$ cat src/verilog/tlk_macros.svh
`ifndef TLK_MACROS_SVH
`define TLK_MACROS_SVH

// K28.5 in both byte lanes, sent with both k flags set.
`define TLK_COMMA 16'hBCBC

// comma, sequence number and six payload words.
`define TLK_FRAME_WORDS 8

// galois tap mask of the 16-bit payload lfsr.
`define TLK_PRBS_TAPS 16'hB400

// the forced low bit keeps the lfsr seed nonzero.
`define TLK_PRBS_SEED(s) {s[14:0], 1'b1}

// width of the frame and error counters.
`define TLK_CNT_W 16

`endif

$ cat src/verilog/tlk_ctrl_pkg.sv
package tlk_ctrl_pkg;

    typedef enum logic [1:0] {
        MODE_IDLE  = 2'd0,
        MODE_COUNT = 2'd1,
        MODE_PRBS  = 2'd2,
        MODE_LOOP  = 2'd3
    } tlk_mode_e;

    typedef enum logic [1:0] {
        CTRL_OFF   = 2'd0,
        CTRL_RUN   = 2'd1,
        CTRL_DRAIN = 2'd2,
        CTRL_ACK   = 2'd3
    } ctrl_state_e;

    // SERDES mode pins.
    typedef struct packed {
        logic enable;
        logic lckrefn;
        logic loopen;
        logic prbsen;
    } tlk_pins_t;

endpackage

$ cat src/verilog/tlk_frame_pkg.sv
`include "tlk_macros.svh"

package tlk_frame_pkg;

    typedef struct packed {
        logic        kmsb;
        logic        klsb;
        logic [15:0] data;
    } tlk_word_t;

    typedef enum logic {
        CHK_HUNT  = 1'b0,
        CHK_FRAME = 1'b1
    } chk_state_e;

    typedef struct packed {
        logic                  lock;
        logic [`TLK_CNT_W-1:0] frames;
        logic [`TLK_CNT_W-1:0] errors;
    } link_status_t;

    localparam tlk_word_t COMMA_WORD = '{kmsb: 1'b1, klsb: 1'b1, data: `TLK_COMMA};

    function automatic logic [15:0] prbs_step(input logic [15:0] s);
        return s[0] ? ((s >> 1) ^ `TLK_PRBS_TAPS) : (s >> 1);
    endfunction

    // count and loopback payload.
    function automatic logic [15:0] count_word(input logic [15:0] seq, input logic [7:0] idx);
        return {seq[7:0], idx};
    endfunction

endpackage

$ cat src/verilog/tlk2711_link.sv
`timescale 1ns/1ns
`include "tlk_macros.svh"

module tlk2711_link (
    input  logic                  clk_80,
    input  logic                  rst_i,
    input  logic                  start_i,
    input  logic [1:0]            mode_i,
    input  logic                  stop_req_i,
    output logic                  stop_ack_o,
    output logic [15:0]           txd_o,
    output logic                  tkmsb_o,
    output logic                  tklsb_o,
    output logic                  enable_o,
    output logic                  lckrefn_o,
    output logic                  loopen_o,
    output logic                  prbsen_o,
    input  logic [15:0]           rxd_i,
    input  logic                  rkmsb_i,
    input  logic                  rklsb_i,
    output logic                  link_up_o,
    output logic [`TLK_CNT_W-1:0] frames_o,
    output logic [`TLK_CNT_W-1:0] errors_o
);

    logic                        run;
    logic                        frame_end;
    tlk_ctrl_pkg::tlk_mode_e     run_mode;
    tlk_ctrl_pkg::tlk_pins_t     pins;
    tlk_frame_pkg::tlk_word_t    tx_word;
    tlk_frame_pkg::tlk_word_t    rx_word;
    tlk_frame_pkg::link_status_t status;

    assign rx_word = '{kmsb: rkmsb_i, klsb: rklsb_i, data: rxd_i};

    tlk_link_ctrl u_link_ctrl (
        .clk_80      (clk_80),
        .rst_i       (rst_i),
        .start_i     (start_i),
        .mode_i      (tlk_ctrl_pkg::tlk_mode_e'(mode_i)),
        .stop_req_i  (stop_req_i),
        .frame_end_i (frame_end),
        .lock_i      (status.lock),
        .run_o       (run),
        .mode_o      (run_mode),
        .pins_o      (pins),
        .stop_ack_o  (stop_ack_o),
        .link_up_o   (link_up_o)
    );

    tlk_tx_framer u_tx_framer (
        .clk_80      (clk_80),
        .rst_i       (rst_i),
        .run_i       (run),
        .mode_i      (run_mode),
        .word_o      (tx_word),
        .frame_end_o (frame_end)
    );

    tlk_rx_checker u_rx_checker (
        .clk_80   (clk_80),
        .rst_i    (rst_i),
        .mode_i   (run_mode),
        .word_i   (rx_word),
        .status_o (status)
    );

    assign txd_o     = tx_word.data;
    assign tkmsb_o   = tx_word.kmsb;
    assign tklsb_o   = tx_word.klsb;
    assign enable_o  = pins.enable;
    assign lckrefn_o = pins.lckrefn;
    assign loopen_o  = pins.loopen;
    assign prbsen_o  = pins.prbsen;
    assign frames_o  = status.frames;
    assign errors_o  = status.errors;

endmodule

$ cat src/verilog/tlk_link_ctrl.sv
`timescale 1ns/1ns

module tlk_link_ctrl (
    input  logic                    clk_80,
    input  logic                    rst_i,
    input  logic                    start_i,
    input  tlk_ctrl_pkg::tlk_mode_e mode_i,
    input  logic                    stop_req_i,
    input  logic                    frame_end_i,
    input  logic                    lock_i,
    output logic                    run_o,
    output tlk_ctrl_pkg::tlk_mode_e mode_o,
    output tlk_ctrl_pkg::tlk_pins_t pins_o,
    output logic                    stop_ack_o,
    output logic                    link_up_o
);

    tlk_ctrl_pkg::ctrl_state_e state_q;
    tlk_ctrl_pkg::tlk_mode_e   mode_q;
    logic                      active;

    always_ff @(posedge clk_80) begin
        if (rst_i) begin
            state_q <= tlk_ctrl_pkg::CTRL_OFF;
            mode_q  <= tlk_ctrl_pkg::MODE_IDLE;
        end else begin
            case (state_q)
                tlk_ctrl_pkg::CTRL_OFF: begin
                    if (start_i) begin
                        state_q <= tlk_ctrl_pkg::CTRL_RUN;
                        mode_q  <= mode_i;
                    end
                end
                tlk_ctrl_pkg::CTRL_RUN: begin
                    if (stop_req_i) begin
                        state_q <= tlk_ctrl_pkg::CTRL_DRAIN;
                    end
                end
                tlk_ctrl_pkg::CTRL_DRAIN: begin
                    // idle mode never opens a frame, so there is nothing to drain.
                    if (frame_end_i || (mode_q == tlk_ctrl_pkg::MODE_IDLE)) begin
                        state_q <= tlk_ctrl_pkg::CTRL_ACK;
                    end
                end
                tlk_ctrl_pkg::CTRL_ACK: begin
                    if (!stop_req_i) begin
                        state_q <= tlk_ctrl_pkg::CTRL_OFF;
                    end
                end
                default: begin
                    state_q <= tlk_ctrl_pkg::CTRL_OFF;
                end
            endcase
        end
    end

    assign active = (state_q != tlk_ctrl_pkg::CTRL_OFF);

    always_comb begin
        pins_o.enable  = active;
        pins_o.lckrefn = active;
        pins_o.loopen  = active && (mode_q == tlk_ctrl_pkg::MODE_LOOP);
        pins_o.prbsen  = active && (mode_q == tlk_ctrl_pkg::MODE_PRBS);
    end

    assign run_o      = (state_q == tlk_ctrl_pkg::CTRL_RUN);
    assign mode_o     = mode_q;
    assign stop_ack_o = (state_q == tlk_ctrl_pkg::CTRL_ACK);
    assign link_up_o  = active && lock_i;

    a_ack_needs_req: assert property (
        @(posedge clk_80) disable iff (rst_i)
        stop_ack_o |-> ($past(stop_req_i) || $past(stop_ack_o))
    );

endmodule

$ cat src/verilog/tlk_rx_checker.sv
`timescale 1ns/1ns
`include "tlk_macros.svh"

module tlk_rx_checker (
    input  logic                        clk_80,
    input  logic                        rst_i,
    input  tlk_ctrl_pkg::tlk_mode_e     mode_i,
    input  tlk_frame_pkg::tlk_word_t    word_i,
    output tlk_frame_pkg::link_status_t status_o
);

    localparam int IDX_W = $clog2(`TLK_FRAME_WORDS);
    localparam logic [IDX_W-1:0] LAST_IDX = IDX_W'(`TLK_FRAME_WORDS - 1);
    localparam logic [IDX_W-1:0] SEQ_IDX = IDX_W'(1);

    tlk_frame_pkg::tlk_word_t    word_q;
    tlk_frame_pkg::chk_state_e   state_q;
    tlk_frame_pkg::link_status_t status_q;
    logic [IDX_W-1:0]            idx_q;
    logic [15:0]                 seq_q;
    logic                        first_q;
    logic [15:0]                 lfsr_q;
    logic [15:0]                 lfsr_nxt;
    logic [15:0]                 seq_ref;
    logic [15:0]                 expect_data;
    logic                        is_comma;
    logic                        word_bad;

    assign is_comma = (word_q == tlk_frame_pkg::COMMA_WORD);
    assign lfsr_nxt = tlk_frame_pkg::prbs_step(lfsr_q);

    // after the first frame the expected number replaces a corrupted one.
    assign seq_ref = first_q ? word_q.data : seq_q + 16'd1;

    always_comb begin
        if (idx_q == SEQ_IDX) begin
            expect_data = seq_ref;
        end else if (mode_i == tlk_ctrl_pkg::MODE_PRBS) begin
            expect_data = lfsr_nxt;
        end else begin
            expect_data = tlk_frame_pkg::count_word(seq_q, 8'(idx_q));
        end
    end

    assign word_bad = word_q.kmsb || word_q.klsb || (word_q.data != expect_data);

    always_ff @(posedge clk_80) begin
        word_q <= word_i;
    end

    always_ff @(posedge clk_80) begin
        if (rst_i) begin
            state_q  <= tlk_frame_pkg::CHK_HUNT;
            idx_q    <= '0;
            seq_q    <= '0;
            first_q  <= 1'b1;
            status_q <= '0;
        end else if (is_comma) begin
            // only a comma right after a full frame continues the sequence.
            first_q       <= !((state_q == tlk_frame_pkg::CHK_FRAME) && (idx_q == '0));
            state_q       <= tlk_frame_pkg::CHK_FRAME;
            idx_q         <= SEQ_IDX;
            status_q.lock <= 1'b1;
        end else if (state_q == tlk_frame_pkg::CHK_FRAME) begin
            if (idx_q == '0) begin
                state_q       <= tlk_frame_pkg::CHK_HUNT;
                status_q.lock <= 1'b0;
            end else begin
                if (word_bad && (status_q.errors != '1)) begin
                    status_q.errors <= status_q.errors + 1'b1;
                end
                if (idx_q == SEQ_IDX) begin
                    seq_q <= seq_ref;
                end
                if (idx_q == LAST_IDX) begin
                    status_q.frames <= status_q.frames + 1'b1;
                    idx_q           <= '0;
                end else begin
                    idx_q <= idx_q + 1'b1;
                end
            end
        end
    end

    always_ff @(posedge clk_80) begin
        if (idx_q == SEQ_IDX) begin
            lfsr_q <= `TLK_PRBS_SEED(seq_ref);
        end else begin
            lfsr_q <= lfsr_nxt;
        end
    end

    assign status_o = status_q;

    a_errors_monotonic: assert property (
        @(posedge clk_80) disable iff (rst_i)
        !$past(rst_i) |-> (status_q.errors >= $past(status_q.errors))
    );

endmodule

$ cat src/verilog/tlk_tx_framer.sv
`timescale 1ns/1ns
`include "tlk_macros.svh"

module tlk_tx_framer (
    input  logic                     clk_80,
    input  logic                     rst_i,
    input  logic                     run_i,
    input  tlk_ctrl_pkg::tlk_mode_e  mode_i,
    output tlk_frame_pkg::tlk_word_t word_o,
    output logic                     frame_end_o
);

    localparam int IDX_W = $clog2(`TLK_FRAME_WORDS);
    localparam logic [IDX_W-1:0] LAST_IDX = IDX_W'(`TLK_FRAME_WORDS - 1);
    localparam logic [IDX_W-1:0] SEQ_IDX = IDX_W'(1);

    logic [IDX_W-1:0]         idx_q;
    logic [15:0]              seq_q;
    logic [15:0]              lfsr_q;
    logic [15:0]              lfsr_nxt;
    logic                     run_q;
    logic                     in_frame;
    logic                     send;
    logic                     last_word;
    tlk_frame_pkg::tlk_word_t word_d;

    // a started frame runs to its end even after run_i drops.
    assign in_frame  = (idx_q != '0);
    assign send      = in_frame || (run_i && (mode_i != tlk_ctrl_pkg::MODE_IDLE));
    assign last_word = send && (idx_q == LAST_IDX);
    assign lfsr_nxt  = tlk_frame_pkg::prbs_step(lfsr_q);

    always_comb begin
        word_d = tlk_frame_pkg::COMMA_WORD;
        if (send && in_frame) begin
            word_d.kmsb = 1'b0;
            word_d.klsb = 1'b0;
            if (idx_q == SEQ_IDX) begin
                word_d.data = seq_q;
            end else if (mode_i == tlk_ctrl_pkg::MODE_PRBS) begin
                word_d.data = lfsr_nxt;
            end else begin
                word_d.data = tlk_frame_pkg::count_word(seq_q, 8'(idx_q));
            end
        end
    end

    always_ff @(posedge clk_80) begin
        if (rst_i) begin
            idx_q       <= '0;
            seq_q       <= '0;
            run_q       <= 1'b0;
            word_o      <= tlk_frame_pkg::COMMA_WORD;
            frame_end_o <= 1'b0;
        end else begin
            run_q       <= run_i;
            word_o      <= word_d;
            frame_end_o <= last_word;

            if (send) begin
                idx_q <= last_word ? '0 : idx_q + 1'b1;
            end

            // each start numbers its frames from zero.
            if (run_i && !run_q) begin
                seq_q <= '0;
            end else if (last_word) begin
                seq_q <= seq_q + 16'd1;
            end
        end
    end

    // reseeded on the sequence word, stepped before every payload word.
    always_ff @(posedge clk_80) begin
        if (idx_q == SEQ_IDX) begin
            lfsr_q <= `TLK_PRBS_SEED(seq_q);
        end else begin
            lfsr_q <= lfsr_nxt;
        end
    end

    // k flags mark the comma, which only leaves at frame position 0.
    a_k_only_on_comma: assert property (
        @(posedge clk_80) disable iff (rst_i)
        (word_o.kmsb || word_o.klsb) |->
            ((word_o == tlk_frame_pkg::COMMA_WORD) && (idx_q <= SEQ_IDX))
    );

endmodule
$ cat config.mk
export PLATFORM = sky130hd
export DESIGN_NAME = tlk2711_link
export DESIGN_NICKNAME = d
export VERILOG_FILES = /design/src/verilog/tlk_ctrl_pkg.sv /design/src/verilog/tlk_frame_pkg.sv /design/src/verilog/tlk2711_link.sv /design/src/verilog/tlk_link_ctrl.sv /design/src/verilog/tlk_rx_checker.sv /design/src/verilog/tlk_tx_framer.sv
export VERILOG_INCLUDE_DIRS = /design/src /design/src/verilog
export SDC_FILE = /design/constraint.sdc
export NUM_CORES = 1
export LEC_CHECK = 0
export BUFFER_PORTS_ARGS = -buffer_cell sky130_fd_sc_hd__buf_2
export CELL_PAD_IN_SITES_DETAIL_PLACEMENT = 2
export CELL_PAD_IN_SITES_GLOBAL_PLACEMENT = 2
export CORE_UTILIZATION = 38
export CTS_CLUSTER_SIZE = 40
export DETAILED_ROUTE_END_ITERATION = 8
export PLACE_DENSITY_LB_ADDON = 0.1
export SETUP_SLACK_MARGIN = 0.5
export SYNTH_ARGS = -nofsm -noshare
export SYNTH_HDL_FRONTEND = slang
export SYNTH_HIERARCHICAL = 1
export SYNTH_SLANG_ARGS = --single-unit
export TNS_END_PERCENT = 100
$ cat constraint.sdc
create_clock -name clk_80 -period 4.75 [get_ports clk_80]
set_input_delay 0.95 -clock clk_80 [delete_from_list [all_inputs] [get_ports clk_80]]
set_output_delay 0.95 -clock clk_80 [all_outputs]
set_load 0.01 [all_outputs]
==> impl_results.md <==
* Gr usage total at 25.6%
* Met1 Track Usage GR at 28.3%
* Count of different cell masters after synthesis at 75
* XOR/XNOR share of the synthesized area at 7.33%
* Post-CTS repair timing setup buffer count at 0
* Worst Setup Path Type: register to register
* Int Power at 2.50 mW
* DRC at 0
* Power, Total at 3.70 mW
* CP max FO at 10
* Die X at 142 um
* Cell Pwr Density at 435 mW/mm2
* Cell area after synthesis at 0.00741 mm2
* Cts bufs inserted at 17
* Largest area contributor in the netlist: dfxtp_1
* Startpoint types: register
* Die H at 142 um
* Combinational family with the most area after synthesis: simple AND/OR/NAND/NOR gates
* Busiest grt layer: met2
* WP data required at 5.07 ns
* Synth Area in Simple Gates at 22.9%
* Root Driver: clkbuf_16
* M3 GR Usage at 5.13%
* DP HPWL at 18.0 mm
* Worst slew pin tran at 1.20 ns
* Clk sink count at 146
* Critical path's largest stage delay at 0.56 ns
* IO Port Bufs at 79
* Clock skew at 0.0112 ns
* Vias per std cell at 5.60
* HP Class: register to register
* Max Clk Rate at 0.280 GHz
* Final wirelength at 24.8 mm
* Setup tns final at 0 ns
* Count of filler cells inserted in the layout at 2152
* H-tree depth at 4
* Max-slew violation count at 0
* DRT antenna net count at 0
* Clock Latency Late Sink at 0.42 ns
* Slowest cell on the critical path: dfxtp_1
* CTS tree: built
* Vias at 6696
* Net switching power at 1.20 mW
* Max-slew headroom at 19.9%
* Sequential area share after synthesis at 39.5%
* Sequential power share at 42.6%
* Final period util at 75.1%
* Clock transition at path regs at 0.06 ns
* Pin count of the biggest net entering global routing at 50
* Net Sw Frac at 32.3%
* Clock Power Share at 36.3%
* EDFF count, synth at 0
* First-pass GRT wire length at 39.7 mm
* Layout area overhead at 14.7%
* Most area-consuming cells after synthesis: dfxtp_1 (39%), nand2_1 (4.8%), xnor2_1 (4.5%)
* Gr ovfl total at 0
* Die area at 0.0201 mm2
* YS warnings at 6
* Vias in the first global route at 7245
* Layout net count at 963
* Setup violators final at 0
* CTS resizes at 0
* Average size of a mapped cell at 8.45 um2
* Yosys top cell area share at 39.5%
* Synth Area in Adders at 2.70%
* Initial core utilization at 39.2%
* Asr flop ratio synth at 0%
* RSZ-0062 raised after global routing: no
* Status: completed
* Bufs and invs on worst path at 0
* Compound-Gate Fraction of Synth Area at 19.2%
* CORE AREA at 0.0189 mm2
* Maxcap violations at 0
* Leakage power at 3.30 nW
* Routed length per instance at 20.8 um
* Rows at 50
* Worst-case clock buffer depth at 2
* CTS Hold Bufs at 0
* Main synth FF type: dfxtp_1
* Net Count, Synth at 917
* RD Place Congestion at 0.907
* Crit-path cells: ha_1 -> nand3_4 -> or3_1 -> xor2_1 -> o311ai_0 -> a41oi_1 -> a211oi_4 -> a21oi_2 -> a21oi_1 -> a31o_2
* Combinational share of power at 21.1%
* Iter 0 DRT Violations at 271
* Min setup slack post-route at 1.18 ns
* Final hold violation count at 0
* Core Util, Final at 45.0%
* Setup WS pre-CTS at 1.25 ns
* Fraction of layout cells with a size suffix above 1 at 15.9%
* FF+latch count, synth at 146
* Drt pass-1 iters at 4
* Tmin final at 3.57 ns
* Initial antenna violation count at 1
* Post-synthesis mux area share at 3.02%
* CP delay by family, top: compound AO/OA/AOI/OAI gates
* Cells after synthesis at 877
* Met2 usage at 47.3%
* CP Capture Type: register
* Max VDD drop at 240 uV
* Crit path arrival time at 3.88 ns
* IO Pins at 80
-- worst paths after layout --
path	startpoint	to	slack [ns]	cells after the start
setup reg to reg	u_rx_checker/seq_q[0]	u_rx_checker/status_o[8]	1.18	10
hold reg to reg	u_tx_framer/lfsr_q[1]	u_tx_framer/lfsr_q[0]	0.45	1
hold / removal	u_tx_framer/lfsr_q[1]	u_tx_framer/lfsr_q[0]	0.45	1
setup / recovery	u_rx_checker/seq_q[0]	u_rx_checker/status_o[8]	1.18	10
-- synthesized netlist by cell type, drive strengths merged (3+ instances only) --
| cell | count |
|---|---|
| nor3 | 22 |
| a221oi | 3 |
| nor3b | 3 |
| o31ai | 15 |
| or4 | 8 |
| clkbuf | 41 |
| nand2b | 21 |
| mux2i | 13 |
| a41oi | 3 |
| a31o | 4 |
| nand3b | 6 |
| buf | 21 |
| a22oi | 14 |
| o21ai | 44 |
| a31oi | 6 |
| a211oi | 16 |
| o211ai | 7 |
| nand2 | 96 |
| and3 | 15 |
| nor2b | 13 |
| a221o | 5 |
| inv | 29 |
| or3 | 10 |
| nor4 | 7 |
| or2 | 4 |
| dfxtp | 146 |
| and2 | 3 |
| a21oi | 51 |
| a2111oi | 4 |
| a311oi | 3 |
| mux2 | 8 |
| nand4 | 15 |
| xor2 | 24 |
| nand3 | 24 |
| xnor2 | 38 |
| nor2 | 87 |
| ha | 16 |
| a21bo | 4 |
-- layout make-up --
type / count / area (um2) / area share (%)
clock inverter: 13 / 151 / 1.78
multi-input combinational: 640 / 4080 / 48.1
inverter: 29 / 109 / 1.28
tap: 260 / 325 / 3.83
timing repair buffer: 89 / 470 / 5.54
antenna: 1 / 2.50 / 0.0295
sequential: 146 / 2920 / 34.4
clock buffer: 18 / 429 / 5.05
-- kinds of logic (layout without fill, tap and decap cells) --
| family | after synthesis | count (layout) |
|---|---|---|
| AO/OA/AOI/OAI | 203 | 203 |
| flip-flops | 146 | 146 |
| multiplexers | 21 | 21 |
| adder cells (fa/ha/maj) | 16 | 16 |
| other | 0 | 1 |
| XOR/XNOR | 62 | 62 |
| AND/OR/NAND/NOR | 338 | 338 |
| buffers and inverters | 91 | 149 |
-- worst register-to-register path: cells and delay by family, from the launching register on --
family	cells	cell delay, ns
xor+xnor	1	0.22
compound gates	6	1.58
fa+ha+maj	1	0.38
flops	1	0.56
simple gates	2	0.73
-- power by group through the flow --
stage                     clock [mW]  combinational, mW  sequential (mW)
after floorplan                    0              0.563             1.54
after global placement             0              0.715             1.59
after detailed placement           0              0.762             1.60
after CTS                       1.38              0.785             1.58
after global routing            1.42              0.861             1.60
final                           1.34              0.779             1.58
-- stage by stage --
stage,std cells,area (um2),hold slack (ns)
after floorplan,877,7410,0.412
after global placement,1164,7910,0.426
after detailed placement,1164,7910,0.436
after CTS,1195,8490,0.450
after global routing,1195,8490,0.473
final,1196,8500,0.452
-- per-layer routing --
layer	up-vias	part of all wire [%]	routed length (um)
met5	-	0	0
met4	0	3.7	909
met3	49	2.7	665
met2	96	53	13200
met1	3369	41	10100
li1	3182	-	-
-- layout by cell type (no fill, tap or decap), types with 22 or more instances in the layout --
cell / synthesis / final
dfxtp_1: 146 / 145
nor2_1: 87 / 87
a21oi_1: 48 / 48
nand3_1: 23 / 23
nand2_1: 95 / 95
buf_2: 7 / 79
xor2_1: 24 / 24
nor3_1: 22 / 22
xnor2_1: 38 / 38
inv_1: 29 / 29
o21ai_0: 44 / 44
-- registers in the layout (all words and copies together), names as in the netlist --
register / count
u_link_ctrl/state_q: 2
u_rx_checker/idx_q: 3
u_tx_framer/lfsr_q: 16
u_tx_framer/seq_q: 16
u_rx_checker/word_q: 18
u_rx_checker/status_o: 33
u_tx_framer/idx_q: 3
u_tx_framer/frame_end_o: 1
u_rx_checker/seq_q: 16
u_tx_framer/run_q: 1
u_link_ctrl/mode_o: 2
u_tx_framer/word_o: 17
u_rx_checker/lfsr_q: 16
u_rx_checker/first_q: 1
u_rx_checker/state_q: 1
(Power assumes the default switching activity.)
